## src/design/fpExecPkg.sv

```systemverilog
// ~~~~~~~~~~~~~~~~~~~~~~~~~~~~~~
// FP execution stage package
// Widths, op codes, pipeline structs and the
// selective flush range check
// ~~~~~~~~~~~~~~~~~~~~~~~~~~~~~~

package fpExecPkg;

    localparam int activeListPtrWidth = 6;

    typedef logic [31:0] fpData;
    typedef logic [4:0] fpFlags;
    typedef logic [activeListPtrWidth-1:0] activeListPtr;

    // Invalid operation is bit 4 of the RISC-V fflags
    localparam int flagInvalid = 4;
    localparam fpData canonicalNaN = 32'h7fc0_0000;

    typedef enum logic [2:0] {
        opSgnj  = 3'd0,
        opSgnjn = 3'd1,
        opSgnjx = 3'd2,
        opMin   = 3'd3,
        opMax   = 3'd4
    } fpMiscOp;

    typedef struct packed {
        fpData data;
        logic  ready;
    } fpOperand;

    // One op as delivered by register read
    typedef struct packed {
        logic         valid;
        fpMiscOp      op;
        activeListPtr alPtr;
        logic         useRegA;
        logic         useRegB;
        logic         bypassA;
        logic         bypassB;
        fpOperand     operandA;
        fpOperand     operandB;
    } fpIssueOp;

    // Control carried down a lane's local pipeline
    typedef struct packed {
        logic         valid;
        logic         regValid;
        fpMiscOp      op;
        activeListPtr alPtr;
    } fpLaneCtrl;

    typedef struct packed {
        logic         toRecovery;
        activeListPtr flushHead;
        activeListPtr flushTail;
    } fpRecovery;

    typedef struct packed {
        logic         valid;
        activeListPtr alPtr;
        fpData        data;
        fpFlags       flags;
    } fpLaneResult;

    typedef struct packed {
        logic         valid;
        fpMiscOp      op;
        activeListPtr alPtr;
    } fpReplay;

    // Head and tail both inclusive, range may wrap around the ring
    function automatic logic inFlushRange(input fpRecovery rec, input activeListPtr ptr);
        logic inRange;
        if (rec.flushHead <= rec.flushTail) begin
            inRange = (ptr >= rec.flushHead) && (ptr <= rec.flushTail);
        end else begin
            inRange = (ptr >= rec.flushHead) || (ptr <= rec.flushTail);
        end
        return rec.toRecovery && inRange;
    endfunction

endpackage
```

## src/design/fpExecStage.sv

```systemverilog
// ~~~~~~~~~~~~~~~~~~~~~~~~~~~~~~
// FP execution stage
// Issue register, one lane per issue slot and
// the writeback register
// ~~~~~~~~~~~~~~~~~~~~~~~~~~~~~~

module fpExecStage import fpExecPkg::*; #(
    parameter int numLanes  = 2,
    parameter int execDepth = 3
) (
    input  logic        clk,
    input  logic        rstN,
    input  logic        stall,
    input  logic        clear,
    input  fpRecovery   recovery,
    input  fpIssueOp    issue [numLanes],
    input  fpOperand    bypassData [numLanes][2],
    output fpLaneResult result [numLanes],
    output fpReplay     replay [numLanes]
);

    fpIssueOp    laneOp [numLanes];
    fpLaneCtrl   stageCtrl [numLanes];
    fpLaneResult laneResult [numLanes];

    fpIssueRegister #(
        .numLanes(numLanes)
    ) i_issueRegister (
        .clk       (clk),
        .rstN      (rstN),
        .stall     (stall),
        .clear     (clear),
        .recovery  (recovery),
        .issue     (issue),
        .bypassData(bypassData),
        .laneOp    (laneOp),
        .stageCtrl (stageCtrl)
    );

    for (genvar i = 0; i < numLanes; i++) begin : g_lane
        fpExecLane #(
            .execDepth(execDepth)
        ) i_lane (
            .clk       (clk),
            .rstN      (rstN),
            .stall     (stall),
            .clear     (clear),
            .recovery  (recovery),
            .laneOp    (laneOp[i]),
            .stageCtrl (stageCtrl[i]),
            .laneResult(laneResult[i]),
            .replay    (replay[i])
        );
    end

    fpWritebackRegister #(
        .numLanes(numLanes)
    ) i_writebackRegister (
        .clk       (clk),
        .rstN      (rstN),
        .stall     (stall),
        .clear     (clear),
        .laneResult(laneResult),
        .result    (result)
    );

endmodule

```

## src/design/fpWritebackRegister.sv

```systemverilog
// ~~~~~~~~~~~~~~~~~~~~~~~~~~~~~~
// FP writeback register
// Registers lane results for the writeback port
// ~~~~~~~~~~~~~~~~~~~~~~~~~~~~~~

module fpWritebackRegister import fpExecPkg::*; #(
    parameter int numLanes = 2
) (
    input  logic        clk,
    input  logic        rstN,
    input  logic        stall,
    input  logic        clear,
    input  fpLaneResult laneResult [numLanes],
    output fpLaneResult result [numLanes]
);

    always_ff @(posedge clk or negedge rstN) begin
        if (!rstN) begin
            for (int i = 0; i < numLanes; i++) begin
                result[i].valid <= 1'b0;
            end
        end else begin
            for (int i = 0; i < numLanes; i++) begin
                // Stalled or cleared cycles write a bubble
                result[i].valid <= laneResult[i].valid && !stall && !clear;
                result[i].alPtr <= laneResult[i].alPtr;
                result[i].data  <= laneResult[i].data;
                result[i].flags <= laneResult[i].flags;
            end
        end
    end

    // A clear never lets a result through on the next cycle
    for (genvar i = 0; i < numLanes; i++) begin : g_check
        assert property (@(posedge clk) disable iff (!rstN) clear |=> !result[i].valid)
        else $error("lane %0d wrote a result right after clear", i);
    end

endmodule

```

## src/design/fpExecLane.sv

```systemverilog
// ~~~~~~~~~~~~~~~~~~~~~~~~~~~~~~
// FP execution lane
// Local control pipeline with selective flush,
// replay request and the misc datapath
// ~~~~~~~~~~~~~~~~~~~~~~~~~~~~~~

module fpExecLane import fpExecPkg::*; #(
    parameter int execDepth = 3
) (
    input  logic        clk,
    input  logic        rstN,
    input  logic        stall,
    input  logic        clear,
    input  fpRecovery   recovery,
    input  fpIssueOp    laneOp,
    input  fpLaneCtrl   stageCtrl,
    output fpLaneResult laneResult,
    output fpReplay     replay
);

    localparam int lastStage = execDepth - 2;

    fpLaneCtrl localPipe [execDepth-1];
    fpLaneCtrl nextPipe [execDepth-1];
    logic      stageFlush [execDepth-1];
    fpData     unitData;
    fpFlags    unitFlags;

    always_comb begin
        for (int j = 0; j < execDepth-1; j++) begin
            stageFlush[j] = inFlushRange(recovery, localPipe[j].alPtr);
        end

        // Stage 0 flush is already folded into stageCtrl
        nextPipe[0] = stageCtrl;
        for (int j = 1; j < execDepth-1; j++) begin
            nextPipe[j]       = localPipe[j-1];
            nextPipe[j].valid = localPipe[j-1].valid && !stageFlush[j-1];
        end
    end

    always_ff @(posedge clk or negedge rstN) begin
        if (!rstN) begin
            for (int j = 0; j < execDepth-1; j++) begin
                localPipe[j].valid    <= 1'b0;
                localPipe[j].regValid <= 1'b0;
            end
        end else if (clear) begin
            for (int j = 0; j < execDepth-1; j++) begin
                localPipe[j].valid    <= 1'b0;
                localPipe[j].regValid <= 1'b0;
            end
        end else if (!stall) begin
            localPipe <= nextPipe;
        end
    end

    // Replay goes out from the first local stage
    always_comb begin
        replay.valid = localPipe[0].valid && !localPipe[0].regValid
            && !stall && !clear && !stageFlush[0];
        replay.op    = localPipe[0].op;
        replay.alPtr = localPipe[0].alPtr;
    end

    fpMiscUnit #(
        .execDepth(execDepth)
    ) i_miscUnit (
        .clk  (clk),
        .rstN (rstN),
        .stall(stall),
        .op   (laneOp.op),
        .lhs  (laneOp.operandA.data),
        .rhs  (laneOp.operandB.data),
        .data (unitData),
        .flags(unitFlags)
    );

    // Last stage feeds writeback without a register
    always_comb begin
        laneResult.valid = localPipe[lastStage].valid && localPipe[lastStage].regValid
            && !stageFlush[lastStage];
        laneResult.alPtr = localPipe[lastStage].alPtr;
        laneResult.data  = unitData;
        laneResult.flags = unitFlags;
    end

    assert property (@(posedge clk) disable iff (!rstN) stall |-> !replay.valid)
    else $error("replay raised during stall");

endmodule

```

## src/design/fpMiscUnit.sv

```systemverilog
// ~~~~~~~~~~~~~~~~~~~~~~~~~~~~~~
// FP misc unit
// Sign injection and min/max, pipelined to the
// lane depth
// ~~~~~~~~~~~~~~~~~~~~~~~~~~~~~~

module fpMiscUnit import fpExecPkg::*; #(
    parameter int execDepth = 3
) (
    input  logic    clk,
    input  logic    rstN,
    input  logic    stall,
    input  fpMiscOp op,
    input  fpData   lhs,
    input  fpData   rhs,
    output fpData   data,
    output fpFlags  flags
);

    fpData  resultNow;
    fpFlags flagsNow;
    logic   lhsNaN;
    logic   rhsNaN;
    logic   lhsSNaN;
    logic   rhsSNaN;
    logic   lhsLess;

    fpData  dataPipe [execDepth-1];
    fpFlags flagsPipe [execDepth-1];

    always_comb begin
        lhsNaN  = (lhs[30:23] == 8'hff) && (lhs[22:0] != '0);
        rhsNaN  = (rhs[30:23] == 8'hff) && (rhs[22:0] != '0);
        lhsSNaN = lhsNaN && !lhs[22];
        rhsSNaN = rhsNaN && !rhs[22];

        // Sign decides first so -0 sorts below +0
        if (lhs[31] != rhs[31]) begin
            lhsLess = lhs[31];
        end else if (!lhs[31]) begin
            lhsLess = lhs[30:0] < rhs[30:0];
        end else begin
            lhsLess = lhs[30:0] > rhs[30:0];
        end

        flagsNow  = '0;
        resultNow = '0;
        unique case (op)
            opSgnj:  resultNow = {rhs[31], lhs[30:0]};
            opSgnjn: resultNow = {~rhs[31], lhs[30:0]};
            opSgnjx: resultNow = {lhs[31] ^ rhs[31], lhs[30:0]};
            opMin, opMax: begin
                flagsNow[flagInvalid] = lhsSNaN || rhsSNaN;
                if (lhsNaN && rhsNaN) begin
                    resultNow = canonicalNaN;
                end else if (lhsNaN) begin
                    resultNow = rhs;
                end else if (rhsNaN) begin
                    resultNow = lhs;
                end else if (op == opMin) begin
                    resultNow = lhsLess ? lhs : rhs;
                end else begin
                    resultNow = lhsLess ? rhs : lhs;
                end
            end
            default: resultNow = '0;
        endcase
    end

    // Computed in stage 0, then one register per local lane stage
    always_ff @(posedge clk or negedge rstN) begin
        if (!rstN) begin
            for (int j = 0; j < execDepth-1; j++) begin
                dataPipe[j]  <= '0;
                flagsPipe[j] <= '0;
            end
        end else if (!stall) begin
            dataPipe[0]  <= resultNow;
            flagsPipe[0] <= flagsNow;
            for (int j = 1; j < execDepth-1; j++) begin
                dataPipe[j]  <= dataPipe[j-1];
                flagsPipe[j] <= flagsPipe[j-1];
            end
        end
    end

    assign data  = dataPipe[execDepth-2];
    assign flags = flagsPipe[execDepth-2];

endmodule

```

## src/design/fpIssueRegister.sv

```systemverilog
// ~~~~~~~~~~~~~~~~~~~~~~~~~~~~~~
// FP issue boundary register
// Holds issued ops, picks bypass operands and
// forms stage-0 lane control
// ~~~~~~~~~~~~~~~~~~~~~~~~~~~~~~

module fpIssueRegister import fpExecPkg::*; #(
    parameter int numLanes = 2
) (
    input  logic      clk,
    input  logic      rstN,
    input  logic      stall,
    input  logic      clear,
    input  fpRecovery recovery,
    input  fpIssueOp  issue [numLanes],
    input  fpOperand  bypassData [numLanes][2],
    output fpIssueOp  laneOp [numLanes],
    output fpLaneCtrl stageCtrl [numLanes]
);

    fpIssueOp issueReg [numLanes];
    fpOperand opA [numLanes];
    fpOperand opB [numLanes];

    // Valid bits drop on reset and on clear
    always_ff @(posedge clk or negedge rstN) begin
        if (!rstN) begin
            for (int i = 0; i < numLanes; i++) begin
                issueReg[i].valid <= 1'b0;
            end
        end else if (clear) begin
            for (int i = 0; i < numLanes; i++) begin
                issueReg[i].valid <= 1'b0;
            end
        end else if (!stall) begin
            issueReg <= issue;
        end
    end

    always_comb begin
        for (int i = 0; i < numLanes; i++) begin
            // Bypass value arrives in the cycle the op sits here
            opA[i] = issueReg[i].bypassA ? bypassData[i][0] : issueReg[i].operandA;
            opB[i] = issueReg[i].bypassB ? bypassData[i][1] : issueReg[i].operandB;

            laneOp[i]          = issueReg[i];
            laneOp[i].operandA = opA[i];
            laneOp[i].operandB = opB[i];

            stageCtrl[i].valid = issueReg[i].valid
                && !inFlushRange(recovery, issueReg[i].alPtr);
            // Not ready register source means the op must be replayed
            stageCtrl[i].regValid = (!issueReg[i].useRegA || opA[i].ready)
                && (!issueReg[i].useRegB || opB[i].ready);
            stageCtrl[i].op    = issueReg[i].op;
            stageCtrl[i].alPtr = issueReg[i].alPtr;
        end
    end

    // A valid op in the register always carries a legal op code
    for (genvar i = 0; i < numLanes; i++) begin : g_check
        assert property (@(posedge clk) disable iff (!rstN)
            issueReg[i].valid
            |-> issueReg[i].op inside {opSgnj, opSgnjn, opSgnjx, opMin, opMax})
        else $error("lane %0d holds a valid op with an illegal misc op code", i);
    end

endmodule

```

## config.mk

```make
export PLATFORM = sky130hd
export DESIGN_NAME = fpExecStage
export DESIGN_NICKNAME = d
export VERILOG_FILES = /design/src/design/fpExecPkg.sv /design/src/design/fpExecStage.sv /design/src/design/fpWritebackRegister.sv /design/src/design/fpExecLane.sv /design/src/design/fpMiscUnit.sv /design/src/design/fpIssueRegister.sv
export SDC_FILE = /design/constraint.sdc
export NUM_CORES = 1
export LEC_CHECK = 0
export ABC_AREA = 0
export BUFFER_PORTS_ARGS = -buffer_cell sky130_fd_sc_hd__clkbuf_2
export CAP_MARGIN = 15
export CORE_UTILIZATION = 57
export CTS_BUF_LIST = sky130_fd_sc_hd__clkbuf_8
export DETAILED_ROUTE_END_ITERATION = 6
export HOLD_SLACK_MARGIN = 0.12
export PLACE_DENSITY = 0.95
export SYNTH_ARGS = -nofsm -noshare
export SYNTH_HDL_FRONTEND = slang
export SYNTH_SLANG_ARGS = --single-unit
```

## constraint.sdc

```tcl
create_clock -name clk -period 4.25 [get_ports clk]
set_clock_uncertainty 0.05 [all_clocks]
set_input_delay 0.2125 -clock clk [delete_from_list [all_inputs] [get_ports clk]]
set_output_delay 0.2125 -clock clk [all_outputs]
set_load 0.02 [all_outputs]
```

==> results.md <==
* Top post-synthesis cells by count: 266 x edfxtp_1, 144 x dfrtp_1, 140 x ha_1
* Comb pwr share at roughly 16%
* Cells after Synth at about 1400
* Share of the synthesized area in the top cell type at approximately two fifths
* Leakage Power at around 12 nW
* Most used DFF post-synth: edfxtp_1
* Failing checks: DRC
* Highest routed layer: met5
* WS Path Type: register to register
* Worst-Margin Slew at between 0.8 and 0.9 ns
* EDFF count, synth at approximately 270
* Post-synthesis xor/xnor area fraction at less than 1%
* VDD IR max at around 380 uV
* Routed wire length at ~70000 um
* Int Pwr at 7.12 mW
* Worst Hold Depth at 4
* DIE WIDTH at roughly 190 um
* Switching power at just under 3 mW
* Remaining antenna violation count at 0
* Crit-path max FO at 37
* Final hold viol count at 0
* Met2 wire length at between 30000 and 40000 um
* Core area at ~34000 um^2
* CTS Buf Count at 68
* Footprint of the multi-input gates at roughly 7200 um^2
* Final max-slew violation count at 0
* Max-Cap Viols at 0
* Power density cells at between 300 and 400 nW/um^2
* H-tree levels at 3
* GPL Wtd Cong at ~0.94
* Final min period at between 4 and 5 ns
* CTS sink cnt at 410
* First drt pass iteration count at 7
* Sw Share at between 20 and 30%
* CP startpoint kind: register
* Initial antenna violation count at 8
* Multiplexer share of the synthesized area at 11.2%
* Period Utilization, post-route at between 90% and 100%
* Async SR Flop Fraction at a little over a third
* IO Count at around 420
* Area leader, netlist: edfxtp_1
* Average wire per standard cell at between 20 and 30 um
* Met3 Wirelength at about 7500 um
* Post-synthesis adder-cell area fraction at between 9 and 10%
* Seq pwr share at between 40 and 50%
* FP Rows at 67
* Vias post-DR at around 17000
* Layout fillers at approximately 1800
* Dpl hpwl at 38600 um
* Worst EP arrival at roughly 4.5 ns
* Die ar. at 35000 um^2
* Fraction of final layout cells sized beyond drive strength 1 at between 20 and 30%
* Clock network fraction of total power at a little over a third
* Max-Slew Margin vs Limit at approximately 46%
* Port buffer count at ~410
* Top cells by area, synth: edfxtp_1 41%, dfrtp_1 18%, ha_1 9.0%
* Final nets at 2623
* Share of the yosys chip area belonging to registers at 59.4%
* Vias in the first global route at between 15000 and 20000
* Most common cell in the netlist: edfxtp_1
* Iter 0 DRT Violations at roughly 2000
* Initial core utilization at roughly three fifths
* R2R cell count at 13
* Root buf cell: clkbuf_8
* Hold Path Class: input port to register
* Reg area at 11600 um^2
* Flops & latches, synth at slightly above 400
* Design area at 26200 um^2
* Clock latency on the worst-skew pair at about 0.66 ns
* Gr usage total at between 40 and 50%
* Largest net degree at the start of global routing at slightly above 100
* Unrepaired setup endpoints after global routing: yes
* Synth-to-Final Area Change at 34.4%
* DRC viols at 13
* Placed cell area at between 20000 and 25000 um^2
* CTS tree: yes
* Overall Power at just over 10 mW
* Status: complete, but fails checks
* Synthesized area at 19500 um^2
* Largest family of logic cells by synthesized area: multiplexers
* Synth cell types at 71
* Clock buffer depth at 3
* CP endpoint kind: register
* First-pass GRT wire length at approximately 110000 um
* Simple-gate share of the synthesized area at approximately 7.4%
* Clk slew on worst S/H paths at roughly 0.080 ns
* Via density at approximately 6.3
* Final setup violation count at 0
* Max Fclk at 244 MHz
* Final TNS setup at 0 ns
* CP Data Required Time at 4.66 ns
* Die Ht at roughly 190 um
* Grt total ovfl at 0
* Syn avg cell area at 13.5 um^2
* Synth warn at 0
* Wl on met1 at about 24000 um
* Compound-Gate Fraction of Synth Area at under 10%
cell type report:
cell class,count,share of cell area (%)
Sequential cell,410,44.2
Multi-Input combinational cell,882,27.3
Timing Repair Buffer,724,20.1
Clock buffer,76,3.99
Tap cell,448,2.14
Inverter,88,1.26
Clock inverter,48,0.907
Antenna cell,9,0.0859
layer usage:
layer  up-vias  track usage (%)
li1       6974                -
met1      8034             44.8
met2      1458             65.6
met3       502             13.9
met4         2             34.8
met5         -                0
power by group through the flow:
stage	clock (mW)	sequential, mW	combinational (mW)
after global placement	0	4.94	1.23
final	3.51	4.94	1.66
after floorplan	0	4.98	0.705
after global routing	3.67	4.95	1.76
after CTS	3.34	4.88	1.52
after detailed placement	0	4.95	1.29
sequential cells by signal, indices dropped and copies added, names as in the netlist, 8 cells and up:
register                           cells
g_lane.i_lane.i_miscUnit.data         64
g_lane.i_lane.i_miscUnit.dataPipe     64
g_lane.i_lane.laneResult              12
g_lane.i_lane.localPipe                8
g_lane.i_lane.replay                  18
i_issueRegister.issueReg             132
i_issueRegister.laneOp                28
i_writebackRegister.result            80
worst max-delay path: stages (launching register included):
cell and delay [ns]:
edfxtp_1 0.39, buf_12 0.28, mux2i_1 0.40, inv_1 0.10
ha_1 0.35, a21oi_1 0.21, a21oi_1 0.10, o31a_1 0.29
o41a_1 0.38, a2bb2oi_2 0.20, or2_4 0.25, o22ai_1 0.19
o21a_4 0.41, o221ai_1 0.27
logic make-up after synthesis:
kind of cell | count (synthesis)
AOI/OAI and AO/OA | 239
xor gates and xnor gates | 2
adders and majority gates | 144
buffers and inverters | 158
DFF | 410
muxes | 206
other | 1
and+or+nand+nor | 283
metrics by stage:
step	utilization, %	hold slack (ns)	setup slack, ns	std cells
after global routing	77.9	0.205	-0.0133	2680
final	78.0	0.161	0.160	2685
after CTS	77.7	0.143	0.199	2670
after floorplan	-	-0.133	0.388	1450
after global placement	65.2	0.146	0.490	2254
after detailed placement	65.2	0.153	0.205	2254
what timing repair did:
item | CTS | global route
gates resized for setup | 0 | 3
hold buffers | 292 | 0
setup buffers | 0 | 6
endpoints found under the setup margin | 0 | 53
hold endpoints to repair | 398 | 0
path summary, 6_finish.rpt:
| path | from | endpoint | slack [ns] |
|---|---|---|---|
| worst min register to register | g_lane[1].i_lane.laneResult[37] | i_writebackRegister.result[37] | 0.39 |
| worst max-delay path | i_issueRegister.laneOp[67] | g_lane[1].i_lane.i_miscUnit.dataPipe[46] | 0.16 |
| worst min-delay path | bypassData[23] | g_lane[1].i_lane.i_miscUnit.flagsPipe[9] | 0.16 |
| max in group asynchronous | rstN | g_lane[1].i_lane.i_miscUnit.data[11] | 2.50 |
| worst max register to register | i_issueRegister.laneOp[67] | g_lane[1].i_lane.i_miscUnit.dataPipe[46] | 0.16 |
| min in group asynchronous | rstN | g_lane[1].i_lane.i_miscUnit.data[27] | 0.66 |
cell usage in the layout (no fill, tap or decap), types with 58 or more instances in the layout:
| master | instances |
|---|---|
| clkbuf_2 | 406 |
| ha_1 | 140 |
| dfrtp_1 | 144 |
| mux2i_1 | 126 |
| a21oi_1 | 58 |
| dlygate4sd3_1 | 291 |
| edfxtp_1 | 266 |
| o221ai_1 | 59 |
| clkbuf_8 | 76 |
| inv_1 | 114 |
| mux2_2 | 76 |
| nand2_1 | 95 |
Note: power is estimated with default switching activity, not from simulation.
